## src/hdl/vga_timing_pkg.sv

```systemverilog
package vga_timing_pkg;

	//////////////////////////////////////////////////
	// Coordinates and counts
	//////////////////////////////////////////////////

	// Screen coordinate or count within one phase
	typedef logic [9:0] coord_t;

	//////////////////////////////////////////////////
	// 640x480 timing
	//////////////////////////////////////////////////

	// Horizontal phases in clocks
	// 640 + 16 + 96 + 48 = 800 per line
	localparam coord_t h_active_last = 10'd639;
	localparam coord_t h_front_last  = 10'd15;
	localparam coord_t h_pulse_last  = 10'd95;
	localparam coord_t h_back_last   = 10'd47;

	// Vertical phases in lines
	// 480 + 10 + 2 + 33 = 525 per frame
	localparam coord_t v_active_last = 10'd479;
	localparam coord_t v_front_last  = 10'd9;
	localparam coord_t v_pulse_last  = 10'd1;
	localparam coord_t v_back_last   = 10'd32;

	//////////////////////////////////////////////////
	// Porch state machines
	//////////////////////////////////////////////////

	// Horizontal phase
	typedef enum logic [1:0] {
		h_active,
		h_front,
		h_pulse,
		h_back
	} h_state_t;

	// Vertical phase
	typedef enum logic [1:0] {
		v_active,
		v_front,
		v_pulse,
		v_back
	} v_state_t;

	// One beat per clock from the timing generator
	// x and y name the pixel to fetch for the next clock
	// Syncs are active low
	typedef struct packed {
		coord_t x;
		coord_t y;
		logic   active;
		logic   hsync;
		logic   vsync;
	} vga_beat_t;

endpackage

```

## src/hdl/pixel_pkg.sv

```systemverilog
package pixel_pkg;

	// One 8-bit output channel
	typedef logic [7:0] channel_t;

	// Stored pixel in RGB332
	typedef struct packed {
		logic [2:0] red;
		logic [2:0] green;
		logic [1:0] blue;
	} rgb332_t;

	// Pin colour, three full channels
	typedef struct packed {
		channel_t red;
		channel_t green;
		channel_t blue;
	} rgb888_t;

	// Frame geometry
	localparam vga_timing_pkg::coord_t screen_width  = 10'd640;
	localparam vga_timing_pkg::coord_t screen_height = 10'd480;
	localparam vga_timing_pkg::coord_t half_width    = 10'd320;
	localparam vga_timing_pkg::coord_t half_height   = 10'd240;

	// One entry per visible pixel
	localparam int unsigned fb_depth = int'(screen_width) * int'(screen_height);

	// Linear buffer address, y * 640 + x
	typedef logic [18:0] fb_addr_t;

	// Quadrant colours
	localparam rgb332_t colour_red    = '{red: 3'b111, green: 3'b000, blue: 2'b00};
	localparam rgb332_t colour_blue   = '{red: 3'b000, green: 3'b000, blue: 2'b11};
	localparam rgb332_t colour_green  = '{red: 3'b000, green: 3'b111, blue: 2'b00};
	localparam rgb332_t colour_yellow = '{red: 3'b111, green: 3'b111, blue: 2'b00};

	// Write port of the frame buffer
	typedef struct packed {
		vga_timing_pkg::coord_t x;
		vga_timing_pkg::coord_t y;
		rgb332_t                colour;
	} pixel_t;

endpackage

```

## src/hdl/pixel_out.sv

```systemverilog
`timescale 1ns/1ns

module pixel_out (
	input  logic                      M10k_pll,
	input  logic                      reset,
	input  vga_timing_pkg::vga_beat_t beat,
	input  pixel_pkg::rgb332_t        colour,
	output pixel_pkg::rgb888_t        vga_rgb,
	output logic                      hsync,
	output logic                      vsync,
	output logic                      blank_n
);
	import pixel_pkg::*;

	// Beat control fields, one clock late to meet the read data
	logic    active_d;
	logic    hsync_d;
	logic    vsync_d;

	// Read colour widened to full channels
	rgb888_t wide;

	//////////////////////////////////////////////////
	// Colour expansion
	//////////////////////////////////////////////////

	// Bit replication so all ones give ff and all zeros give 00
	always_comb begin
		wide.red   = {colour.red, colour.red, colour.red[2:1]};
		wide.green = {colour.green, colour.green, colour.green[2:1]};
		wide.blue  = {4{colour.blue}};
	end

	//////////////////////////////////////////////////
	// Alignment and pin registers
	//////////////////////////////////////////////////

	always_ff @(posedge M10k_pll) begin
		if (reset) begin
			active_d <= 1'b0;
			hsync_d  <= 1'b1;
			vsync_d  <= 1'b1;
			vga_rgb  <= '0;
			hsync    <= 1'b1;
			vsync    <= 1'b1;
			blank_n  <= 1'b1;
		end else begin
			active_d <= beat.active;
			hsync_d  <= beat.hsync;
			vsync_d  <= beat.vsync;
			// Black outside the active area
			vga_rgb  <= active_d ? wide : '0;
			hsync    <= hsync_d;
			vsync    <= vsync_d;
			// Blank during either sync pulse
			blank_n  <= hsync_d & vsync_d;
		end
	end

endmodule

```

## config.mk

```make
export PLATFORM = sky130hd
export DESIGN_NAME = pixel_out
export DESIGN_NICKNAME = d
export VERILOG_FILES = /design/src/hdl/vga_timing_pkg.sv /design/src/hdl/pixel_pkg.sv /design/src/hdl/pixel_out.sv
export SDC_FILE = /design/constraint.sdc
export NUM_CORES = 1
export LEC_CHECK = 0
export BUFFER_PORTS_ARGS = -buffer_cell sky130_fd_sc_hd__buf_2
export CAP_MARGIN = 20
export CORE_MARGIN = 5
export CORE_UTILIZATION = 29
export CTS_CLUSTER_SIZE = 12
export DETAILED_ROUTE_END_ITERATION = 10
export PLACE_DENSITY = 0.71
export SYNTH_ARGS = -nofsm -noshare
export SYNTH_HDL_FRONTEND = slang
export SYNTH_SLANG_ARGS = --single-unit
```

## constraint.sdc

```tcl
create_clock -name M10k_pll -period 1.1 [get_ports M10k_pll]
set_clock_uncertainty 0.2 [all_clocks]
set_input_delay 0.055 -clock M10k_pll [delete_from_list [all_inputs] [get_ports M10k_pll]]
set_output_delay 0.055 -clock M10k_pll [all_outputs]
set_load 0.01 [all_outputs]
```

Word level (Yosys, flattened, before mapping)
Cells that the tools add are included.

Register bits after elaboration: 30. Bits in latches: 0. Memory bits (writable): 0. Bits in read-only memories: 0. Input port bits: 33. Output and inout port bits: 27. Memories: 0.

Add/sub/neg operators: 0. Multiply operators: 0. Div/mod/pow operators: 0. $lt $le $gt $ge: 0. Equality and inequality tests: 0. Shift-type cells: 0. Muxes and demuxes: 0. Bitwise gates (word level): 2. Reduce and logical (&&, ||, !) cells: 1.

Operators with widths (count): OR reduction 2 bit (1); bitwise AND 1 bit (1); NOT 1 bit (1).

Depth between registers and ports, before layout
Word-level depth: 2. Depth in mapped cells: 2.

Worst setup path after synthesis
OpenSTA, ideal clock, no wires.

Kind: register to register. Start: reg active_d. End: reg vga_rgb[5] (netlist name). Library setup time: 0.117 ns. Arrival: 0.501 ns. Data required time: 0.783 ns. Setup slack: 0.282 ns. Cell stages (with the launch flop): 2. Cells stage by stage: dfxtp_1 > and3b_2.

Longest elaborated chain between the ends: 2.

RTL lines: start, declared (RTL line pixel_out.sv:16) `logic active_d;`; start signal, assigned (RTL line pixel_out.sv:48) `active_d <= beat.active;`; NOT 1 bit (no source line); OR reduction 2 bit (no source line); end signal, assigned (RTL line pixel_out.sv:52) `vga_rgb <= active_d ? wide : '0;`; end, declared (RTL line pixel_out.sv:8) `output pixel_pkg::rgb888_t vga_rgb,`.

Every way passes these cells. A chain may end at the register's enable or synchronous reset.

Worst setup path in the final report
Start: in reset. End: reg vga_rgb[5] (netlist name).

Longest elaborated chain between the ends: 1.

RTL lines: start, declared (RTL line pixel_out.sv:5) `input logic reset,`; OR reduction 2 bit (no source line).

Every way passes these cells.

==> metrics.cfg <==
[floorplanning]
io_pins = 60
rows = 15
die_area_sq_um = 2747
initial_utilization_pct = 30.22
die_w_um = 52.42
die_h_um = 52.42
core_area_sq_um = 1727

[layout]
antenna_cells = 0
layout-drive-gt1-share_pct = 53.01
fin_area_sq_um = 773.2
n_fill_cell = 184
final_net_count = 117
area_growth_pct = 48.20

[clock_tree]
clock-sinks = 14
cts_tree = done
cts_setup_buffers = 0
htree_levels = 1
cts_buffers = 3
path_clk_slew_ns = 0.08
cts-root-buf = clkbuf_4
clockBufferDepth = 2
clkLatencyLatePin_ns = 0.27

[run]
maxCapViolations = 0

[run_status]
outcome = complete, no violations

[synth]
syn_inst = 45
ys_seq_elements = 14
syn-cell-area_sq_um = 521.8
synth_warnings = 0
syn_area_per_cell_sq_um = 11.59
seq_area_frac_synth_pct = 53.72
syn_nets = 78
ys_types = 8

[pwr]
powerDensity_nw_per_um2 = 1292
leakage_nw = 0.4413
power_uw = 998.8
ir_worst_vdd_mv = 0.6155

[placement]
gp_congestion = 0.5931
placed_area_sq_um = 616.8
port_buffers = 39
dp_slack_ns = 0.2311

[sta]
relSlewSlack_pct = 86.94
final.period_utilization_pct = 96.94
max_freq_ghz = 0.9377
setup_viol = 0
final-hold-violation-count = 0
min_period_ns = 1.066
hold_slack_ns = 0.2379
rsz0062_at_grt = no
worstMarginPinSlew_ns = 0.1956
drv_slew = 0
fin_setup_tns_ns = 0
fin_ws_ns = 0.03361

[setup_path]
crit_fanout = 14
startpoint_type = input port
cp.required_ns = 1.07
criticalPathCategory = input port to register
max_stage_delay_ns = 0.54
arrival_ns = 1.03
cp-end-kind = register
crit_path_cell_trace = dlygate4sd3_1, buf_2, and3b_2
slowest_stage = dlygate4sd3_1
r2r.worst_path.cells = 1

[routing]
wl_met1_um = 358
wire_per_inst_um = 9.574
post-route-drc-count = 0
top_layer = met4
route.met2.wl_um = 486
drt-vias-per-instance = 3.704
wl_met3_um = 180
routed-via-count = 400
drt_iter0_drc = 3
postRouteWirelength_um = 1034
drtPass1Iterations = 2
drtAntennaViolNets = 0

[worst_hold_path]
hold_class = register to register
hold_path_depth = 1

[global_routing]
grt_max_degree = 15
grt_pass1_vias = 332
antenna_found_initial = 0
grt_pass1_wl_um = 1455
grtUsageTotal_pct = 7.856
grt_overflow_total = 0

[final cells by class]
type / instances / area (sq um) / area share [%]
clock buffers: 4 / 36.28 / 4.693
multi-input cells: 14 / 110.1 / 14.24
flip-flops and latches: 14 / 280.3 / 36.25
well taps: 25 / 31.28 / 4.045
repair buffers: 51 / 315.3 / 40.78
[path summary, 6_finish.rpt]
| check | from | to | slack (ns) |
|---|---|---|---|
| min | vsync_d$_SDFF_PP1_ | vsync$_SDFF_PP1_ | 0.24 |
| min reg2reg | vsync_d$_SDFF_PP1_ | vsync$_SDFF_PP1_ | 0.24 |
| max | reset | vga_rgb[5]$_SDFF_PP0_ | 0.03 |
| max reg2reg | active_d$_SDFF_PP0_ | vga_rgb[5]$_SDFF_PP0_ | 0.22 |
[state kept, by name, indices dropped and copies added (netlist names)]
| name | count |
|---|---|
| hsync | 1 |
| vsync | 1 |
| hsync_d | 1 |
| vsync_d | 1 |
| active_d | 1 |
| blank_n | 1 |
| vga_rgb | 8 |
[cell usage after synthesis]
library cell  count  area share [%]
a21o_1            1             1.4
or2_1             4             4.8
dfxtp_1          14              54
and3b_1           7              12
and3b_2           1             1.9
buf_4            16              23
buf_6             1             2.2
nor2b_1           1             1.2
[kinds of logic after synthesis]
| group | synth area share [%] |
|---|---|
| AO/OA/AOI/OAI | 1.439 |
| buffers and inverters | 25.18 |
| flip-flops | 53.72 |
| AND/OR/NAND/NOR | 19.66 |
[layer usage]
layer  vias up  global-route usage (%)
li1        205                       -
met1       162                   7.401
met2        31                   12.81
met3         2                   3.704
met4         0                   6.383
met5         -                       0
[per-stage QoR]
stage | std cells | utilization [%]
after floorplan | 45 | -
after global routing | 108 | 44.78
after detailed placement | 92 | 35.72
final | 108 | 44.78
after global placement | 92 | 35.72
after CTS | 108 | 44.78
[where the power goes]
| part | total [mW] | leakage (nW) | switching [mW] | internal (mW) |
|---|---|---|---|---|
| Sequential | 0.535 | 0.115 | 0.00949 | 0.525 |
| Combinational | 0.115 | 0.305 | 0.0422 | 0.0726 |
| Clock | 0.349 | 0.0210 | 0.148 | 0.201 |
[what timing repair did]
action	in CTS	in global routing
setup endpoints to repair	0	0
hold buffers	12	0
gates resized for setup	0	0
hold endpoints to repair	14	0
[worst max-delay path, delay by kind of cell]
kind                   cells  cell delay [ns]
buffers and inverters      2             0.75
AND/OR/NAND/NOR            1             0.23
[cells in the final DEF, fill, tap and decap left out, drive strengths merged]
cell type     n
a21o          1
and3b         8
buf          39
clkbuf        4
dfxtp        14
dlygate4sd3  12
nor2b         1
or2           4
Power figures use the tool's default switching activity.
