--- config.mk ---
export PLATFORM = sky130hd
export DESIGN_NAME = vga_timing
export DESIGN_NICKNAME = d
export VERILOG_FILES = /design/src/hdl/vga_timing_pkg.sv /design/src/hdl/vga_timing.sv
export SDC_FILE = /design/constraint.sdc
export NUM_CORES = 1
export LEC_CHECK = 0
export ABC_AREA = 0
export BUFFER_PORTS_ARGS = -buffer_cell sky130_fd_sc_hd__buf_2
export CAP_MARGIN = 30
export CORE_ASPECT_RATIO = 0.75
export CORE_UTILIZATION = 25
export CTS_CLUSTER_SIZE = 8
export DETAILED_ROUTE_END_ITERATION = 6
export GPL_ROUTABILITY_DRIVEN = 0
export SYNTH_ARGS = -nofsm -noshare
export SYNTH_HDL_FRONTEND = slang
export SYNTH_SLANG_ARGS = --single-unit
--- constraint.sdc ---
create_clock -name M10k_pll -period 3.25 [get_ports M10k_pll]
set_clock_uncertainty 0.2 [all_clocks]
set_input_delay 0.325 -clock M10k_pll [delete_from_list [all_inputs] [get_ports M10k_pll]]
set_output_delay 0.325 -clock M10k_pll [all_outputs]
set_load 0.005 [all_outputs]
--- src/hdl/vga_timing_pkg.sv ---
package vga_timing_pkg;

	//////////////////////////////////////////////////
	// Coordinates and counts
	//////////////////////////////////////////////////

	// Screen coordinate or count within one phase
	typedef logic [9:0] coord_t;

	//////////////////////////////////////////////////
	// 640x480 timing
	//////////////////////////////////////////////////

	// Horizontal phases in clocks
	// 640 + 16 + 96 + 48 = 800 per line
	localparam coord_t h_active_last = 10'd639;
	localparam coord_t h_front_last  = 10'd15;
	localparam coord_t h_pulse_last  = 10'd95;
	localparam coord_t h_back_last   = 10'd47;

	// Vertical phases in lines
	// 480 + 10 + 2 + 33 = 525 per frame
	localparam coord_t v_active_last = 10'd479;
	localparam coord_t v_front_last  = 10'd9;
	localparam coord_t v_pulse_last  = 10'd1;
	localparam coord_t v_back_last   = 10'd32;

	//////////////////////////////////////////////////
	// Porch state machines
	//////////////////////////////////////////////////

	// Horizontal phase
	typedef enum logic [1:0] {
		h_active,
		h_front,
		h_pulse,
		h_back
	} h_state_t;

	// Vertical phase
	typedef enum logic [1:0] {
		v_active,
		v_front,
		v_pulse,
		v_back
	} v_state_t;

	// One beat per clock from the timing generator
	// x and y name the pixel to fetch for the next clock
	// Syncs are active low
	typedef struct packed {
		coord_t x;
		coord_t y;
		logic   active;
		logic   hsync;
		logic   vsync;
	} vga_beat_t;

endpackage

--- src/hdl/vga_timing.sv ---
`timescale 1ns/1ns

module vga_timing (
	input  logic                      M10k_pll,
	input  logic                      reset,
	output vga_timing_pkg::vga_beat_t beat
);
	import vga_timing_pkg::*;

	// Phase counters
	coord_t   h_count;
	coord_t   v_count;

	// Porch state machines
	h_state_t h_state;
	v_state_t v_state;

	// Last count of the current phase and the phase after it
	coord_t   h_last;
	coord_t   v_last;
	h_state_t h_following;
	v_state_t v_following;

	// End of the current phase
	logic     h_wrap;
	logic     v_wrap;

	// Sync levels, registered by phase
	logic     hsync_q;
	logic     vsync_q;

	// High on the last clock of every line
	logic     line_done;

	//////////////////////////////////////////////////
	// Phase lengths
	//////////////////////////////////////////////////

	always_comb begin
		case (h_state)
			h_active: begin
				h_last      = h_active_last;
				h_following = h_front;
			end
			h_front: begin
				h_last      = h_front_last;
				h_following = h_pulse;
			end
			h_pulse: begin
				h_last      = h_pulse_last;
				h_following = h_back;
			end
			default: begin
				h_last      = h_back_last;
				h_following = h_active;
			end
		endcase
	end

	always_comb begin
		case (v_state)
			v_active: begin
				v_last      = v_active_last;
				v_following = v_front;
			end
			v_front: begin
				v_last      = v_front_last;
				v_following = v_pulse;
			end
			v_pulse: begin
				v_last      = v_pulse_last;
				v_following = v_back;
			end
			default: begin
				v_last      = v_back_last;
				v_following = v_active;
			end
		endcase
	end

	assign h_wrap = (h_count == h_last);
	assign v_wrap = (v_count == v_last);

	//////////////////////////////////////////////////
	// Horizontal machine
	//////////////////////////////////////////////////

	always_ff @(posedge M10k_pll) begin
		if (reset) begin
			h_count   <= '0;
			h_state   <= h_active;
			hsync_q   <= 1'b1;
			line_done <= 1'b0;
		end else begin
			// Count through the phase, then step to the next one
			h_count <= h_wrap ? '0 : h_count + 10'd1;
			if (h_wrap)
				h_state <= h_following;
			// Low only while in the pulse phase
			hsync_q <= (h_state != h_pulse);
			// One count early so it lines up with the last clock of the line
			line_done <= (h_state == h_back) && (h_count == h_back_last - 10'd1);
		end
	end

	//////////////////////////////////////////////////
	// Vertical machine
	//////////////////////////////////////////////////

	always_ff @(posedge M10k_pll) begin
		if (reset) begin
			v_count <= '0;
			v_state <= v_active;
			vsync_q <= 1'b1;
		end else begin
			// Lines advance only at the end of a line
			if (line_done) begin
				v_count <= v_wrap ? '0 : v_count + 10'd1;
				if (v_wrap)
					v_state <= v_following;
			end
			vsync_q <= (v_state != v_pulse);
		end
	end

	// Fetch coordinates, zero outside their own active phase
	assign beat.x      = (h_state == h_active) ? h_count : '0;
	assign beat.y      = (v_state == v_active) ? v_count : '0;
	assign beat.active = (h_state == h_active) && (v_state == v_active);
	assign beat.hsync  = hsync_q;
	assign beat.vsync  = vsync_q;

endmodule

### Yosys cells after proc, flatten, opt, wreduce, memory -nomap -nowiden

Index checks and enable logic that the tools add are counted.

| word-level totals | value |
|---|---|
| input bits | 2 |
| output and inout bits | 23 |
| register bits after elaboration | 27 |

| operators by class | value |
|---|---|
| mux-type cells | 7 |
| reductions and logical operators | 6 |
| add/subtract/negate cells | 2 |
| equality and inequality tests | 10 |

Operators by type and width:

| kind | number |
|---|---|
| $mux 10 | 3 |
| $pmux 10 s3 | 1 |
| $pmux 9 s3 | 1 |
| $add 10x1->10 const B | 2 |
| $eq 10x10->1 | 2 |
| $pmux 2 s3 | 2 |
| $eq 10x6->1 const B | 1 |
| $eq 2x2->1 const B | 3 |
| $eq 2x1->1 const B | 2 |
| $logic_not 2->1 | 2 |
| $ne 2x2->1 const B | 2 |
| $logic_and 1x1->1 | 2 |
| $reduce_and 2->1 | 1 |
| $reduce_or 2->1 | 1 |

### Depth between registers and ports, before layout

Gate-level depths: netlist of the first run.

| depth | value |
|---|---|
| word-level depth | 4 |
| gate-level depth with buffers | 7 |

### Worst setup path after synthesis of the first run

No wires, ideal clock.

| path | value |
|---|---|
| kind | register -> register |
| start point | reg v_state[0] |
| end point | reg v_state[0] |
| period minus slack after synthesis | 2364 ps |
| setup time | 70 ps |
| slack | 886 ps |
| stages on the path, launching flop included | 8 |
| arrival | 2095 ps |
| required time | 2980 ps |
| cell sequence | dfxtp_1 -> inv_1 -> ha_1 -> ha_1 -> nor4_1 -> o211ai_2 -> or4_1 -> a21oi_1 |

| on the way | value |
|---|---|
| cells in the longest elaborated chain, start to end | 4 |
| elaborated cells between the ends (all ways) | 7 |
| classes of those cells | eq/ne: 3; mux: 2; reduce/logical: 2 |

Ends and longest elaborated chain:

| what | line | text |
|---|---|---|
| start, declared | vga_timing.sv:16 | `v_state_t v_state;` |
| start signal, assigned | vga_timing.sv:113 | `v_state <= v_active;` |
| start signal, assigned | vga_timing.sv:120 | `v_state <= v_following;` |
| $eq 2x2->1 (tied with other cells) | vga_timing.sv:61 | `case (v_state)` |
| $pmux 9 s3 | vga_timing.sv:61 |  |
| $eq 10x10->1 | vga_timing.sv:82 | `assign v_wrap = (v_count == v_last);` |
| $reduce_and 2->1 (no line) | - |  |

Several ways; a longest one is shown, not always the timed one.
A chain may end at the register's enable or synchronous reset.

### Worst setup path in the final report of the first run

| path | value |
|---|---|
| start point | reg v_state[1] |
| end point | reg v_state[0] |

Same word-level chain as after synthesis.

==> results.sh, run 1 <==
export IMPL_syn_area_mm2=0.001490
export IMPL_critPathCaptureType="flip-flop"
export IMPL_drcViolationCount=0
export IMPL_cp_start_kind="flip-flop"
export IMPL_dieArea_mm2=0.006277
export IMPL_async_flop_share=0
export IMPL_synth_area_leader_cell="dfxtp_1"
export IMPL_post_cts_resized=0
export IMPL_maxSlewViolCount=0
export IMPL_antenna_found_initial=0
export IMPL_rsz0062_at_grt="no"
export IMPL_path_class="flip-flop to flip-flop"
export IMPL_wl_mm=2.906
export IMPL_die_y_um=68.86
export IMPL_cts_tree="yes"
export IMPL_cts_hold_buf=0
export IMPL_gr_total_overflow=0
export IMPL_synthFlopType="dfxtp_1"
export IMPL_grt_usage=0.1009
export IMPL_synth_edf_count=0
export IMPL_fin_tns_setup_ps=0
export IMPL_rows=23
export IMPL_p_sw_frac=0.2286
export IMPL_synth_distinct_cells=38
export IMPL_io_buffers=24
export IMPL_htreeDepth=1
export IMPL_p_int_uw=429.0
export IMPL_via_per_inst=4.300
export IMPL_post_route_min_period_ps=2589
export IMPL_yosys_warnings=0
export IMPL_cts_buffers_inserted=3
export IMPL_critical_path_required_ps=3260
export IMPL_ys_ff_latch=27
export IMPL_ios=25
export IMPL_worst_slew_pin_slew_ps=445.2
export IMPL_layout_drive_gt1_share=0.1838
export IMPL_synth_area_leaders="dfxtp_1, ha_1, xor2_1"
export IMPL_dr_pass1_iters=4
export IMPL_hold_path_class="primary input to flip-flop"
export IMPL_syn_to_final_growth_pct=15.11
export IMPL_cap_viol_max_count=0
export IMPL_hold_viol=0
export IMPL_cts_path_max_buffers=2
export IMPL_clkSinkCount=27
export IMPL_post_drt_wl_per_cell_um=11.18
export IMPL_clkPwrFrac=0.358
export IMPL_dr_first_iter_drc_count=51
export IMPL_avgSynthCellArea_um2=9.142
export IMPL_fin_crit_sh=0.7966
export IMPL_synth_fp_nets=182
export IMPL_clock_latency_ps=280
export IMPL_fmax_ghz=0.3863
export IMPL_power_frac_comb=0.034
export IMPL_grt_pass1_vias=1040
export IMPL_grt_pass1_wl_mm=4.933
export IMPL_finalPower_uw=556.1
export IMPL_nets=205
export IMPL_die_w_um=91.15
export IMPL_ant_nets=0
export IMPL_root_buffer="clkbuf_8"
export IMPL_netlist_area_leader_share=0.3627
export IMPL_crit_fanout=13
export IMPL_relSlewSlack=0.7032
export IMPL_synth_common_cells="dfxtp_1, nor2_1, ha_1"
export IMPL_setup_violations=0
export IMPL_coreArea_mm2=0.005525
export IMPL_pwr_density_cell_mw_per_mm2=324.2
export IMPL_insertedDiodeCount=0
export IMPL_leakagePower_uw=0.0007167
export IMPL_status="complete, no violations"
export IMPL_netlist_instances=163
export IMPL_p_switching_uw=127.1
export IMPL_grt_max_degree=17
export IMPL_post_cts_buffers=0
export IMPL_arrival_ps=2600
export IMPL_yosys_cell_count_top_type="dfxtp_1"
export IMPL_vdd_drop_max_v=0.0001796
export IMPL_pwr_share_seq=0.608
export IMPL_start_util=0.2697
export IMPL_clk_transition_reported_paths_ps=100
export IMPL_dpl_hpwl_mm=2.185
export IMPL_via_count=1118
export IMPL_ys_seq_area_frac=0.3627
## power by group through the flow
stage / Sequential [uW] / Combinational [uW] / Clock [uW]
after CTS: 338 / 19.6 / 207
final: 338 / 19.1 / 199
after floorplan: 345 / 11.7 / 0
after global routing: 339 / 22.6 / 217
after global placement: 345 / 19.5 / 0
after detailed placement: 346 / 19.3 / 0
## worst max-delay path, stage by stage (launching register included)
cell,delay [ps]
dfxtp_1,350
inv_1,90
ha_1,390
ha_1,300
nor4_1,340
o211ai_2,200
or4_1,500
a21oi_1,150
## stage by stage
stage | instance area, um2 | utilization | cells | hold WS, ps | setup slack, ps
2_1_floorplan | 1490 | - | 163 | 194.1 | 885.5
3_3_place_gp | 1667 | 0.3016 | 256 | 265.7 | 746.2
3_5_place_dp | 1667 | 0.3016 | 256 | 280.1 | 684.0
4_1_cts | 1715 | 0.3105 | 260 | 93.49 | 655.2
5_1_grt | 1715 | 0.3105 | 260 | 103.2 | 432.4
6_report | 1715 | 0.3105 | 260 | 97.07 | 661.1
## metal layers
layer | GRT usage | share of wire | up-vias | wire length, um
met5 | 0 | 0 | - | 0
met4 | 0.04762 | 0.016 | 0 | 47
met3 | 0.02083 | 0.021 | 4 | 61
met2 | 0.1534 | 0.42 | 12 | 1219
met1 | 0.1382 | 0.54 | 511 | 1578
li1 | - | - | 591 | -
## cell usage in the layout, fill, tap and decap left out, types with 2 or more instances in the layout
master / instances
nor3_1: 2
xnor2_1: 7
inv_1: 8
clkbuf_8: 3
and4_1: 2
buf_2: 24
nand4_1: 5
nor2_1: 25
mux2i_1: 2
ha_1: 17
dfxtp_1: 27
xor2_1: 12
nand2_1: 7
nand3_1: 5
and2_1: 15
and3_1: 2
## path summary, 6_finish.rpt
kind                            from  slack, ps  cells past startpoint                      end
max          v_state[1]$_SDFFE_PP0P_        660                      7  v_state[0]$_SDFFE_PP0P_
min reg2reg    h_count[0]$_SDFF_PP0_        300                      1    h_count[0]$_SDFF_PP0_
max reg2reg  v_state[1]$_SDFFE_PP0P_        660                      7  v_state[0]$_SDFFE_PP0P_
min                            reset        100                      2    h_count[2]$_SDFF_PP0_
## state kept, by name, indices dropped and copies added (netlist names)
signal and count:
h_count 10, v_count 10, h_state 2, v_state 2, hsync_q 1, line_done 1
vsync_q 1
## cell type report
| cell class | count | area [um2] |
|---|---|---|
| Fill cell | 612 | 3810 |
| Clock buffer | 3 | 41.29 |
| Timing Repair Buffer | 24 | 120.1 |
| Multi-Input combinational cell | 122 | 882.1 |
| Tap cell | 75 | 93.84 |
| Sequential cell | 27 | 540.5 |
| Clock inverter | 1 | 7.507 |
| Inverter | 8 | 30.03 |
## cells by family after synthesis
logic type	Yosys count	share of synthesized area
xor gates and xnor gates	19	0.1117
muxes	2	0.01343
AOI/OAI and AO/OA	9	0.04954
buffers and inverters	14	0.04534
DFF	27	0.3627
and+or+nand+nor	75	0.2746
adders and majority gates	17	0.1427
Note: power is estimated with default switching activity, not from simulation.
==> inputs of run 2 (changes only) <==
clock period = 2.14 ns   (was 3.25 ns; I/O delays follow)
==> run 2 against run 1 <==
  * The run now ends with negative hold slack, negative setup slack left
  * Non-clock buffer count is 18 higher
  * Total power is 54% higher
  * Critical path type unchanged
  * Largest cell class unchanged
  * Cell count rose by 6.9%
  * Sequential power rose by 52%
  * Maximum frequency grew 18%
==> results.sh, run 2 (synthesized netlist as in run 1, its figures left out) <==
export IMPL_fillCellCount=581
export IMPL_insertedDiodeCount=0
export IMPL_stdcell_area_mm2=0.002018
export IMPL_wl_mm=3.352
export IMPL_path_class="flip-flop to flip-flop"
export IMPL_startpoint="v_state[1]$_SDFFE_PP0P_"
export IMPL_timing_hold_ws_ps=-5.302
export IMPL_arrival_ps=2210
export IMPL_instances_no_fill=278
export IMPL_io_buffers=24
export IMPL_antenna_found_initial=0
export IMPL_root_buffer="clkbuf_8"
export IMPL_clkSinkCount=27
export IMPL_violations="negative hold slack, negative setup slack"
export IMPL_grt_pass1_wl_mm=5.395
export IMPL_r2r_slack_ps=-50
export IMPL_grt_pass1_vias=1131
export IMPL_rows=23
export IMPL_gr_total_overflow=0
export IMPL_relSlewSlack=0.6817
export IMPL_worstHoldStart="reset"
export IMPL_leakagePower_uw=0.0008434
export IMPL_cp_start_kind="flip-flop"
export IMPL_die_w_um=91.15
export IMPL_worst_slew_pin_slew_ps=474.1
export IMPL_nets=223
export IMPL_htreeDepth=1
export IMPL_fin_crit_sh=1.024
export IMPL_status="finished, violations left"
export IMPL_syn_to_final_growth_pct=35.43
export IMPL_ios=25
export IMPL_setup_ws_ps=-50.37
export IMPL_biggestRegsByFlops="h_count: 10 flops, v_count: 10 flops"
export IMPL_place_inst=269
export IMPL_post_route_min_period_ps=2190
export IMPL_dr_pass1_iters=4
export IMPL_via_count=1217
export IMPL_clock_latency_ps=280
export IMPL_reg2reg_from="v_state[1]$_SDFFE_PP0P_"
export IMPL_dieArea_mm2=0.006277
export IMPL_grt_usage=0.1096
export IMPL_die_y_um=68.86
export IMPL_cts_buffers_inserted=3
export IMPL_vdd_drop_max_v=0.0002218
export IMPL_clk_transition_reported_paths_ps=100
export IMPL_cap_viol_max_count=0
export IMPL_mostFrequentLayoutCells="nor2_1, buf_2, dfxtp_1"
export IMPL_coreArea_mm2=0.005525
export IMPL_dpl_hpwl_mm=2.439
export IMPL_layout_drive_gt1_share=0.3645
export IMPL_hold_viol=1
export IMPL_maxSlewViolCount=0
export IMPL_via_per_inst=4.378
export IMPL_finalPower_uw=855.3
export IMPL_rsz0062_at_grt="yes"
export IMPL_crit_fanout=8
export IMPL_fmax_ghz=0.4565
export IMPL_cts_tree="yes"
export IMPL_ant_nets=0
export IMPL_start_util=0.2697
export IMPL_drcViolationCount=0
export IMPL_cts_path_max_buffers=2
export IMPL_place_area_mm2=0.001785
export IMPL_hold_path_class="primary input to flip-flop"
export IMPL_critPathCaptureType="flip-flop"
export IMPL_post_drt_wl_per_cell_um=12.06
export IMPL_setup_violations=13
export IMPL_dr_first_iter_drc_count=23
export IMPL_grt_max_degree=17
export IMPL_pwr_density_cell_mw_per_mm2=423.8
export IMPL_critical_path_required_ps=2160
[run 2: path summary, 6_finish.rpt]
| kind | end | cells after the start |
|---|---|---|
| max | v_state[0]$_SDFFE_PP0P_ | 7 |
| min | v_state[0]$_SDFFE_PP0P_ | 2 |
| max reg2reg | v_state[0]$_SDFFE_PP0P_ | 7 |
| min reg2reg | h_count[0]$_SDFF_PP0_ | 1 |
[run 2: area by class of cell]
| cell class | instances | area (um2) | area share |
|---|---|---|---|
| multi-input cells | 122 | 1039 | 0.5146 |
| flip-flops and latches | 27 | 545.5 | 0.2703 |
| well taps | 75 | 93.84 | 0.04650 |
| clock buffers | 3 | 41.29 | 0.02046 |
| repair buffers | 42 | 261.5 | 0.1296 |
| clock inverters | 1 | 7.507 | 0.003720 |
| inverters | 8 | 30.03 | 0.01488 |
[run 2: metal layers]
layer | wire length (um) | vias up | global-route usage
met4 | 19 | 0 | 0.02976
met5 | 0 | - | 0
li1 | - | 629 | -
met3 | 73 | 2 | 0.01974
met2 | 1464 | 17 | 0.1752
met1 | 1794 | 569 | 0.1533
[run 2: stage by stage]
stage,util,TNS (ps),hold slack [ps],worst slack [ps]
final,0.3653,-270.4,-5.302,-50.37
after CTS,0.3478,-31.73,-6.545,-31.73
after global routing,0.3653,-1697,8.313,-138.3
after detailed placement,0.3231,-141.6,282.8,-109.0
after floorplan,-,0,75.65,50.53
after global placement,0.3231,-79.83,275.2,-79.83
[run 2: repair_timing]
action	in CTS	in global routing
pin swaps	5	10
hold buffers	1	0
setup buffers	2	2
setup endpoints to repair	2	23
endpoints found under the hold margin	3	0
resized for setup	6	16
[run 2: power by group]
group	switching, uW	leakage [uW]	internal [uW]	total (uW)
Sequential	6.17	0.000220	507	513
Clock	175	0.0000217	133	307
Combinational	19.1	0.000601	15.9	35.0
Total	200	0.000843	655	855
[run 2: critical path: stages, from the launching register on]
cell and delay (ps):
dfxtp_2 340, inv_2 70, ha_4 250, ha_4 240, nor4_4 310, o211ai_2 170, or4_4 440, a21oi_2 120
