## src/hdl/vga_timing_pkg.sv

```systemverilog
package vga_timing_pkg;

	//////////////////////////////////////////////////
	// Coordinates and counts
	//////////////////////////////////////////////////

	// Screen coordinate or count within one phase
	typedef logic [9:0] coord_t;

	//////////////////////////////////////////////////
	// 640x480 timing
	//////////////////////////////////////////////////

	// Horizontal phases in clocks
	// 640 + 16 + 96 + 48 = 800 per line
	localparam coord_t h_active_last = 10'd639;
	localparam coord_t h_front_last  = 10'd15;
	localparam coord_t h_pulse_last  = 10'd95;
	localparam coord_t h_back_last   = 10'd47;

	// Vertical phases in lines
	// 480 + 10 + 2 + 33 = 525 per frame
	localparam coord_t v_active_last = 10'd479;
	localparam coord_t v_front_last  = 10'd9;
	localparam coord_t v_pulse_last  = 10'd1;
	localparam coord_t v_back_last   = 10'd32;

	//////////////////////////////////////////////////
	// Porch state machines
	//////////////////////////////////////////////////

	// Horizontal phase
	typedef enum logic [1:0] {
		h_active,
		h_front,
		h_pulse,
		h_back
	} h_state_t;

	// Vertical phase
	typedef enum logic [1:0] {
		v_active,
		v_front,
		v_pulse,
		v_back
	} v_state_t;

	// One beat per clock from the timing generator
	// x and y name the pixel to fetch for the next clock
	// Syncs are active low
	typedef struct packed {
		coord_t x;
		coord_t y;
		logic   active;
		logic   hsync;
		logic   vsync;
	} vga_beat_t;

endpackage

```

## src/hdl/pixel_pkg.sv

```systemverilog
package pixel_pkg;

	// One 8-bit output channel
	typedef logic [7:0] channel_t;

	// Stored pixel in RGB332
	typedef struct packed {
		logic [2:0] red;
		logic [2:0] green;
		logic [1:0] blue;
	} rgb332_t;

	// Pin colour, three full channels
	typedef struct packed {
		channel_t red;
		channel_t green;
		channel_t blue;
	} rgb888_t;

	// Frame geometry
	localparam vga_timing_pkg::coord_t screen_width  = 10'd640;
	localparam vga_timing_pkg::coord_t screen_height = 10'd480;
	localparam vga_timing_pkg::coord_t half_width    = 10'd320;
	localparam vga_timing_pkg::coord_t half_height   = 10'd240;

	// One entry per visible pixel
	localparam int unsigned fb_depth = int'(screen_width) * int'(screen_height);

	// Linear buffer address, y * 640 + x
	typedef logic [18:0] fb_addr_t;

	// Quadrant colours
	localparam rgb332_t colour_red    = '{red: 3'b111, green: 3'b000, blue: 2'b00};
	localparam rgb332_t colour_blue   = '{red: 3'b000, green: 3'b000, blue: 2'b11};
	localparam rgb332_t colour_green  = '{red: 3'b000, green: 3'b111, blue: 2'b00};
	localparam rgb332_t colour_yellow = '{red: 3'b111, green: 3'b111, blue: 2'b00};

	// Write port of the frame buffer
	typedef struct packed {
		vga_timing_pkg::coord_t x;
		vga_timing_pkg::coord_t y;
		rgb332_t                colour;
	} pixel_t;

endpackage

```

## src/hdl/frame_writer.sv

```systemverilog
`timescale 1ns/1ns

module frame_writer (
	input  logic              M10k_pll,
	input  logic              reset,
	output pixel_pkg::pixel_t wr_pixel,
	output logic              wr_en
);
	import vga_timing_pkg::*;
	import pixel_pkg::*;

	// Raster sweep position
	coord_t  x_count;
	coord_t  y_count;

	// Sweep wrap points
	logic    at_line_end;
	logic    at_frame_end;

	// Pattern colour at the sweep position
	rgb332_t quad_colour;

	assign at_line_end  = (x_count == screen_width - 10'd1);
	assign at_frame_end = (y_count == screen_height - 10'd1);

	// Left half red or green, right half blue or yellow
	always_comb begin
		if (x_count < half_width)
			quad_colour = (y_count < half_height) ? colour_red : colour_green;
		else
			quad_colour = (y_count < half_height) ? colour_blue : colour_yellow;
	end

	// Sweep in raster order, forever
	always_ff @(posedge M10k_pll) begin
		if (reset) begin
			x_count <= '0;
			y_count <= '0;
			wr_en   <= 1'b0;
		end else begin
			wr_en   <= 1'b1;
			x_count <= at_line_end ? '0 : x_count + 10'd1;
			if (at_line_end)
				y_count <= at_frame_end ? '0 : y_count + 10'd1;
		end
	end

	// Write port stage
	always_ff @(posedge M10k_pll) begin
		wr_pixel <= '{x: x_count, y: y_count, colour: quad_colour};
	end

endmodule

```

## config.mk

```make
export PLATFORM = sky130hd
export DESIGN_NAME = frame_writer
export DESIGN_NICKNAME = d
export VERILOG_FILES = /design/src/hdl/vga_timing_pkg.sv /design/src/hdl/pixel_pkg.sv /design/src/hdl/frame_writer.sv
export SDC_FILE = /design/constraint.sdc
export NUM_CORES = 1
export LEC_CHECK = 0
export BUFFER_PORTS_ARGS = -buffer_cell sky130_fd_sc_hd__clkbuf_2
export CAP_MARGIN = 30
export CORE_UTILIZATION = 35
export CTS_CLUSTER_SIZE = 16
export DETAILED_ROUTE_END_ITERATION = 8
export PLACE_DENSITY = 0.67
export SETUP_SLACK_MARGIN = 0.4
export SYNTH_ARGS = -nofsm -noshare
export SYNTH_HDL_FRONTEND = slang
export SYNTH_SLANG_ARGS = --single-unit
export TNS_END_PERCENT = 50
```

## constraint.sdc

```tcl
create_clock -name M10k_pll -period 2.84 [get_ports M10k_pll]
set_input_delay 0.426 -clock M10k_pll [delete_from_list [all_inputs] [get_ports M10k_pll]]
set_output_delay 0.426 -clock M10k_pll [all_outputs]
set_load 0.03 [all_outputs]
```

* Word-level counts from Yosys, hierarchy flattened
Index checks and enable logic that the tools add are counted.
Operators by class: $lt $le $gt $ge 2, mux-type cells 5, equality and inequality tests 2, add/sub/neg operators 2, reduce and logical (&&, ||, !) cells 1
Operators by type and width (number):
- $mux W8 | 3
- $add A10 B1 Y10 const B | 2
- $eq A10 B10 Y1 const B | 1
- $eq A10 B9 Y1 const B | 1
- $lt A10 B8 Y1 const B | 1
- $lt A10 B9 Y1 const B | 1
- $mux W10 | 1
- $reduce_or A2 Y1 | 1
- $mux W1 | 1
Storage, ports and cells: register bits after elaboration 49, logic and storage cells 20, input port bits 2

* Logic depth before layout (Yosys ltp)
Gate-level depths: netlist of the first run.
depth in word-level cells 3, depth in mapped cells 6, depth with buffers taken out 5

* Worst setup path before layout of the first run
Ideal clock, no wire load.
kind reg2reg, from register x_count[7], to register y_count[9], period minus slack after synthesis 1.982 ns, setup slack 0.858 ns, data required time 2.770 ns, cell stages (with the launch flop) 6, arrival 1.911 ns, cell sequence dfxtp_1 > or3b_1 > buf_2 > or4_4 > or4_1 > a21oi_1
Between the ends: word-level cells in the longest chain between the ends 1
RTL lines:
- from (decl) | line frame_writer.sv:13 | coord_t x_count;
- from (signal assigned) | line frame_writer.sv:42 | x_count <= at_line_end ? '0 : x_count + 10'd1;
- $eq A10 B10 Y1 | line frame_writer.sv:23 | assign at_line_end = (x_count == screen_width - 10'd1);
- to (signal assigned) | line frame_writer.sv:44 | y_count <= at_frame_end ? '0 : y_count + 10'd1;
- to (decl) | line frame_writer.sv:14 | coord_t y_count;
No other way between the ends. A chain may end at the register's enable or synchronous reset.

* Worst setup path in the final report of the first run
from register x_count[3], to register y_count[9]
Same word-level chain as after synthesis.

==> flow_summary.json, run 1 <==
{
  "drive_gt1_frac": 0.220,
  "remaining_drc_errors": 0,
  "clkLatencyLatePin_ps": 290,
  "slew_headroom": 0.701,
  "core.rowCount": 23,
  "synthArstFlopShare": 0,
  "cp.required_ps": 3070,
  "path_clk_slew_ps": 80,
  "status": "finished, final reports clean",
  "syn_nets": 147,
  "hold_viol_final": 0,
  "rsz0062_at_grt": "no",
  "finalMaxSlewViolations": 0,
  "die_y_um": 66.7,
  "peakVddDrop_mv": 0.300,
  "grt_overflow": 0,
  "fin_crit_ps": 2110,
  "synth_commonest_cells": "44 x dfxtp_1, 17 x nor2_1, 10 x nand2_1, 10 x xnor2_1",
  "postSynthAreaPerCell_um2": 10.3,
  "fmax_mhz": 473,
  "port-buffer-count": 30,
  "dominantRegCellSynth": "dfxtp_1",
  "nets": 176,
  "synthTopCellsByArea": "dfxtp_1 60%, xnor2_1 6.0%, nor2_1 4.4%, buf_4 2.6%, nand2_1 2.6%",
  "final_core_util": 0.431,
  "fin_setup_tns_ps": 0,
  "drt-pass1-iter-count": 4,
  "cts.sinks": 44,
  "htreeDepth": 2,
  "p_leak_nw": 0.656,
  "track_usage": 0.134,
  "synth_area_um2": 1470,
  "skew_ps": 7.06,
  "initial_core_util": 0.367,
  "yosysUniqueCellTypes": 29,
  "end_kind": "register",
  "worst_pin_slew_ps": 446,
  "power_density_nw_per_um2": 608,
  "die_area_um2": 4450,
  "area_delta_synth_final_pct": 17.5,
  "worst_hold_slack_ps": 389,
  "power.total_mw": 1.05,
  "cts_tree": "done",
  "post-synth-top-area-cell": "dfxtp_1",
  "yosysTopAreaCellShare": 0.601,
  "die_x_um": 66.7,
  "dp_hpwl_um": 1790,
  "clk_path_buf_depth": 2,
  "first_iter_violations": 34,
  "grt_pass1_wl_um": 4290,
  "synth_most_common_cell": "dfxtp_1",
  "cts_buffers": 5,
  "via_per_inst": 4.84,
  "synth-edff-count": 0,
  "cts-hold-fix-buffers": 0,
  "netlist_instances": 143,
  "globalplace.congestion": 0.828,
  "ys_seq_area_frac": 0.601,
  "cp_data_arrival_time_ps": 2340,
  "criticalPathCategory": "reg -> reg",
  "routed_wl_um": 2590,
  "synth_warnings": 0,
  "maxCapViolations": 0,
  "wl_per_cell_um": 11.6,
  "synth.ff_latch_count": 44,
  "cts_resized": 0,
  "num_io_pins": 31,
  "hold_path.class": "reg -> reg",
  "post_cts.repair.setup_buffers": 0,
  "antenna_found_initial": 0,
  "clockRootBuffer": "clkbuf_8",
  "stdcell_area_um2": 1720,
  "critPathLaunchType": "register",
  "final_antenna_net_count": 0,
  "final-setup-viol-count": 0,
  "postPlaceCellArea_um2": 1630,
  "num_vias": 1080,
  "grt_start_max_net_pins": 14,
  "antenna_cells": 0,
  "post-route-period-util": 0.745,
  "core_um2": 4000,
  "grt_pass1_vias": 935,
  "crit_fanout": 10
}
cell type report:
class                      instances  area (um2)
clock buffer                       7        86.3
multi-input combinational         88         524
fill                             399        2280
inverter                           3        11.3
timing repair buffer              30         150
tap                               50        62.6
clock inverter                     1        7.51
sequential                        44         881
flip-flops by register name, summed over array words and instances, names as in the netlist:
| signal | flops |
|---|---|
| wr_en | 1 |
| y_count | 10 |
| wr_pixel | 23 |
| x_count | 10 |
per-layer routing:
metal,part of all wire,track usage
met1,0.47,0.171
met3,0.073,0.0411
met4,0.028,0.0878
met2,0.43,0.192
met5,0,0
cells in the final DEF (no fill, tap or decap):
master      netlist  routed
clkbuf_1          2       1
o41ai_1           1       1
dfxtp_1          44      44
ha_1              2       2
o21ai_0           3       3
or3_1             2       2
o31ai_1           2       2
nor2_1           17      17
nor3_1            3       3
nand2_1          10      10
clkbuf_8          0       6
xor2_1            3       3
nor4_1            4       4
nand3b_1          1       1
a21oi_1           6       6
or4_1             3       3
clkinvlp_4        0       1
and2_1            1       1
nor2b_1           2       2
or4_4             1       1
xnor2_1          10      10
clkbuf_2          0      30
or3b_1            1       1
o21ai_1           1       1
nand4b_1          1       1
nand2b_1          2       2
inv_1             3       3
nand3_1           6       6
nand4_1           5       5
and3_1            1       1
kinds of logic (layout without fill, tap and decap cells):
family	after synthesis	after routing	synth area share
compound gates	13	13	0.0503
xor+xnor	13	13	0.0776
fa+ha+maj	2	2	0.0171
buf+inv	11	41	0.0418
flops	44	44	0.601
simple gates	60	60	0.212
worst max-delay path: stages, from the launching register on:
cell	delay (ps)
dfxtp_1	420
nand4_1	360
or4_4	640
or4_1	480
a21oi_1	150
worst paths after layout:
path / from / end / slack, ps / depth (start not counted)
worst max-delay path: x_count[3] / y_count[9] / 730 / 4
worst min-delay path: x_count[1] / wr_pixel[19] / 390 / 0
worst max register to register: x_count[3] / y_count[9] / 730 / 4
worst min register to register: x_count[1] / wr_pixel[19] / 390 / 0
report_power, final:
part | internal [mW] | leakage, nW | switching (mW)
combinational | 0.00688 | 0.255 | 0.0183
sequential | 0.624 | 0.356 | 0.00532
clock | 0.197 | 0.0445 | 0.196
total | 0.829 | 0.656 | 0.219
per-stage QoR:
| step | cells | setup WS, ps |
|---|---|---|
| final | 223 | 726 |
| after global routing | 223 | 599 |
| after CTS | 223 | 745 |
| after detailed placement | 215 | 778 |
| after global placement | 215 | 787 |
| after floorplan | 143 | 858 |
No activity file was read; power rests on OpenSTA's default activity.
==> run 2, diff against run 1 <==
--- a/config.mk
+++ b/config.mk
@@ -5,6 +5,7 @@
 export SDC_FILE = /design/constraint.sdc
 export NUM_CORES = 1
 export LEC_CHECK = 0
+export ABC_AREA = 1
 export BUFFER_PORTS_ARGS = -buffer_cell sky130_fd_sc_hd__clkbuf_2
 export CAP_MARGIN = 30
 export CORE_UTILIZATION = 35
==> constraint.sdc (replaced) <==
create_clock -name M10k_pll -period 2 [get_ports M10k_pll]
set_input_delay 0.3 -clock M10k_pll [delete_from_list [all_inputs] [get_ports M10k_pll]]
set_output_delay 0.3 -clock M10k_pll [all_outputs]
set_load 0.03 [all_outputs]
==> flow_summary.json, run 2 <==
{
  "power_density_nw_per_um2": 844,
  "cp_data_arrival_time_ps": 1630,
  "initial_core_util": 0.365,
  "peakVddDrop_mv": 0.340,
  "stdcell_area_um2": 1910,
  "num_vias": 1252,
  "fmax_mhz": 695,
  "yosys.area_share.simple": 0.269,
  "worst_pin_slew_ps": 339,
  "final-setup-viol-count": 0,
  "power.total_mw": 1.61,
  "finalMaxSlewViolations": 0,
  "grt_pass1_vias": 1214,
  "drive_gt1_frac": 0.239,
  "via_per_inst": 4.50,
  "dp_hpwl_um": 1940,
  "antenna_cells": 0,
  "synthTopCellsByArea": "dfxtp_1 55%, nand2_1 9.2%, nor2_1 7.1%, inv_1 5.2%, nand3_1 4.1%",
  "cts.sinks": 44,
  "clkLatencyLatePin_ps": 290,
  "yosysTopAreaCellShare": 0.554,
  "largest_reg_flops": 23,
  "rsz0062_at_grt": "no",
  "synthArstFlopShare": 0,
  "first_iter_violations": 44,
  "postSynthAreaPerCell_um2": 8.28,
  "synth-compound-area-share": 0.0559,
  "globalplace.congestion": 0.798,
  "core_um2": 4350,
  "layout_common_cells": "43 x dfxtp_1, 39 x nand2_1, 30 x clkbuf_2",
  "regMostFlops": "wr_pixel",
  "netlist_instances": 192,
  "dominantRegCellSynth": "dfxtp_1",
  "critPathLaunchType": "register",
  "maxCapViolations": 0,
  "antenna_found_initial": 0,
  "grt_start_max_net_pins": 16,
  "synth_most_common_cell": "dfxtp_1",
  "criticalPathCategory": "reg -> reg",
  "syn_nets": 196,
  "final_antenna_net_count": 0,
  "area_delta_synth_final_pct": 20.2,
  "crit_fanout": 4,
  "die_x_um": 69.4,
  "clockRootBuffer": "clkbuf_8",
  "cts-hold-fix-buffers": 0,
  "cp.required_ps": 2190,
  "status": "finished, final reports clean",
  "slew_headroom": 0.773,
  "synth-edff-count": 0,
  "skew_ps": 8.65,
  "core.rowCount": 24,
  "synth_top_family_by_area": "simple AND/OR/NAND/NOR gates",
  "fin_setup_tns_ps": 0,
  "hold_viol_final": 0,
  "htreeDepth": 2,
  "synth_warnings": 0,
  "cts_tree": "done",
  "synth.ff_latch_count": 44,
  "grt_pass1_wl_um": 5020,
  "port-buffer-count": 30,
  "postPlaceCellArea_um2": 1750,
  "finalNonFillerCells": 278,
  "track_usage": 0.127,
  "placed_cells": 267,
  "fin_crit_ps": 1440,
  "clk_path_buf_depth": 2,
  "synth-adder-area-share": 0.0157,
  "grt_overflow": 0,
  "die_area_um2": 4810,
  "synth_area_um2": 1590,
  "synth_commonest_cells": "44 x dfxtp_1, 39 x nand2_1, 30 x nor2_1",
  "synth_xor_area_frac": 0.0165,
  "nets": 229,
  "hold_path.class": "in -> reg",
  "post-route-period-util": 0.720,
  "path_clk_slew_ps": 90,
  "top_regs": "wr_pixel: 23 flops, x_count: 10 flops, y_count: 10 flops",
  "muxShareOfSynthArea": 0,
  "p_leak_nw": 0.840,
  "cts_buffers": 5,
  "end_kind": "register",
  "wl_per_cell_um": 9.81,
  "yosysUniqueCellTypes": 24,
  "remaining_drc_errors": 0,
  "routed_wl_um": 2730,
  "layout_commonest_cell": "dfxtp_1",
  "drt-pass1-iter-count": 4,
  "num_io_pins": 31,
  "post-synth-top-area-cell": "dfxtp_1",
  "ys_seq_area_frac": 0.554,
  "die_y_um": 69.4
}
-- run 2: cell types whose count changed after synthesis, sizes merged, moves of 4 or more --
cell,change
nand2,+34
inv,+20
nor2,+17
xnor2,-9
nand3,+7
nor4,-4
or4,-4
-- run 2: critical path, stage by stage, from the launching register on --
cell,delay (ps)
dfxtp_1,370
ha_1,180
nand2_1,80
nor2_2,130
nand4_1,200
buf_4,200
a21oi_1,110
nor2_1,50
-- run 2: layout make-up --
class,count,area [um2]
multi-input cells,118,588
flip-flops and latches,44,882
clock buffers,5,68.8
fillers,431,2440
repair buffers,33,173
inverters,23,86.3
clock inverters,3,46.3
well taps,52,65.1
-- run 2: what timing repair did --
item	4_1_cts	5_1_grt
setup buffers	0	3
resized for setup	0	5
endpoints found under the setup margin	0	7
-- run 2: metrics by stage --
stage,util,setup slack [ps],hold slack (ps)
6_report,0.439,561,207
4_1_cts,0.428,455,206
5_1_grt,0.439,415,203
3_5_place_dp,0.402,485,367
2_1_floorplan,-,678,326
3_3_place_gp,0.402,495,367
-- run 2: cell families (layout without fill, tap and decap cells) --
kind of cell	count (synthesis)	in the layout
compound gates	16	16
xor+xnor	3	3
fa+ha+maj	2	2
buf+inv	30	64
flops	44	44
simple gates	97	97
-- run 2: final timing paths --
path,slack [ps],cells past startpoint,endpoint,from
worst max-delay path,560,7,y_count[0],y_count[1]
worst min-delay path,210,2,y_count[2],reset
worst max register to register,560,7,y_count[0],y_count[1]
worst min register to register,380,0,wr_pixel[19],x_count[1]
-- run 2: power by group --
part / internal (mW) / total [mW] / leakage [nW] / switching, mW
combinational: 0.0105 / 0.0378 / 0.430 / 0.0273
clock: 0.376 / 0.682 / 0.0548 / 0.306
sequential: 0.886 / 0.893 / 0.356 / 0.00628
total: 1.27 / 1.61 / 0.840 / 0.339
-- run 2: per-layer routing --
layer,up-vias,track usage,part of all wire
li1,661,-,-
met5,-,0,0
met4,0,0.0567,0.016
met2,30,0.196,0.43
met3,5,0.0392,0.045
met1,556,0.164,0.51
==> run 3, diff against run 2 <==
--- a/config.mk
+++ b/config.mk
@@ -11,7 +11,7 @@
 export CORE_UTILIZATION = 35
 export CTS_CLUSTER_SIZE = 16
 export DETAILED_ROUTE_END_ITERATION = 8
-export PLACE_DENSITY = 0.67
+export PLACE_DENSITY = 0.69
 export SETUP_SLACK_MARGIN = 0.4
 export SYNTH_ARGS = -nofsm -noshare
 export SYNTH_HDL_FRONTEND = slang
==> constraint.sdc (replaced) <==
create_clock -name M10k_pll -period 1.2 [get_ports M10k_pll]
set_input_delay 0.18 -clock M10k_pll [delete_from_list [all_inputs] [get_ports M10k_pll]]
set_output_delay 0.18 -clock M10k_pll [all_outputs]
set_load 0.03 [all_outputs]
==> flow_summary.json, run 3 (same netlist as run 2, synthesis figures left out) <==
{
  "remaining_drc_errors": 0,
  "antenna_cells": 0,
  "power_density_nw_per_um2": 1010,
  "crit_path_frequent_cell": "nand2_1",
  "pre_cts_slack_ps": -164,
  "peakVddDrop_mv": 0.782,
  "slew_headroom": 0.761,
  "grt_pass1_wl_um": 5780,
  "clk_path_buf_depth": 2,
  "htreeDepth": 2,
  "path_clk_slew_ps": 90,
  "critPathBufInv": 1,
  "core_um2": 4350,
  "cp_data_arrival_time_ps": 1580,
  "antenna_found_initial": 0,
  "die_area_um2": 4810,
  "first_iter_violations": 78,
  "crit_family": "simple AND/OR/NAND/NOR gates",
  "cts_tree": "done",
  "cp.required_ps": 1450,
  "dp_hpwl_um": 2150,
  "maxCapViolations": 0,
  "status": "complete, but fails checks",
  "skew_ps": 6.37,
  "path_cells": "ha_4, nand2_4, nor2_4, nand2_2, nor2_4, buf_12, nand2_1, nand2_1, nand2_1, nor2_1",
  "cts-hold-fix-buffers": 0,
  "grt_overflow": 0,
  "final_antenna_net_count": 0,
  "via_per_inst": 4.56,
  "num_io_pins": 31,
  "globalplace.congestion": 0.842,
  "regMostFlops": "wr_pixel",
  "grt_pass1_vias": 1334,
  "hold_path.class": "in -> reg",
  "worst_hold_slack_ps": 101,
  "violations": "negative setup slack",
  "largest_reg_flops": 23,
  "critPathMaxStageDelay_ps": 360,
  "critPathLaunchType": "register",
  "fmax_mhz": 751,
  "initial_core_util": 0.365,
  "drt-pass1-iter-count": 4,
  "finalMaxSlewViolations": 0,
  "slowest_stage": "dfxtp_2",
  "crit_fanout": 13,
  "num_vias": 1399,
  "port-buffer-count": 30,
  "layout_common_cells": "37 x nand2_1, 29 x buf_4, 29 x dfxtp_2",
  "fin_crit_ps": 1330,
  "final_core_util": 0.594,
  "worst_pin_slew_ps": 358,
  "fin_setup_tns_ps": -1680,
  "power.total_mw": 2.61,
  "die_y_um": 69.4,
  "nets": 258,
  "hold_viol_final": 0,
  "track_usage": 0.153,
  "area_delta_synth_final_pct": 62.7,
  "final-setup-viol-count": 19,
  "grt_start_max_net_pins": 15,
  "layout_commonest_cell": "nand2_1",
  "wl_per_cell_um": 11.0,
  "routed_wl_um": 3360,
  "p_leak_nw": 1.11,
  "cts_buffers": 5,
  "top_regs": "wr_pixel: 23 flops, x_count: 10 flops, y_count: 10 flops",
  "setup_slack_ps": -131,
  "criticalPathCategory": "reg -> reg",
  "core.rowCount": 24,
  "post-route-period-util": 1.11,
  "clockRootBuffer": "clkbuf_8",
  "die_x_um": 69.4,
  "end_kind": "register",
  "drive_gt1_frac": 0.502,
  "cts.sinks": 44,
  "rsz0062_at_grt": "yes",
  "clkLatencyLatePin_ps": 300
}
-- run 3: changes by cell type in the layout (fill, tap and decap cells not counted), sizes merged --
| cell | before | now |
|---|---|---|
| buf | 3 | 58 |
| bufinv | 1 | 0 |
| clkbuf | 35 | 9 |
| clkinvlp | 1 | 2 |
| inv | 24 | 23 |
| nand2 | 44 | 45 |
-- run 3: final timing paths --
check,from,end,slack [ps],cells past startpoint
setup reg to reg,x_count[1],y_count[8],-130,10
hold / removal,reset,y_count[2],100,2
setup / recovery,x_count[1],y_count[8],-130,10
hold reg to reg,y_count[9],wr_pixel[17],390,0
-- run 3: area by class of cell --
class / instances / area, um2
clock buffers: 6 / 82.6
fillers: 354 / 1770
repair buffers: 61 / 696
multi-input cells: 119 / 716
well taps: 52 / 65.1
inverters: 23 / 86.3
flip-flops and latches: 44 / 925
clock inverters: 2 / 15.0
-- run 3: timing repair --
action                                  CTS  global route
endpoints found under the setup margin   51            52
gates cloned                              1             0
gates resized for setup                  95            38
pin swaps                                 7             4
buffers inserted                          3             0
-- run 3: per-layer routing --
metal / wire length [um] / GRT usage / vias to the layer above
met3: 136 / 0.0509 / 6
li1: - / - / 723
met2: 1610 / 0.254 / 30
met1: 1540 / 0.176 / 640
met5: 0 / 0 / -
met4: 72 / 0.0748 / 0
-- run 3: where the power goes --
group / switching (mW) / internal [mW] / total, mW
sequential: 0.0174 / 1.48 / 1.49
clock: 0.527 / 0.466 / 0.993
combinational: 0.0587 / 0.0612 / 0.120
-- run 3: metrics by stage --
stage / instances / area [um2]
finish: 307 / 2580
global route: 307 / 2580
CTS: 307 / 2530
detailed placement: 295 / 2030
global placement: 295 / 2030
floorplan: 192 / 1650
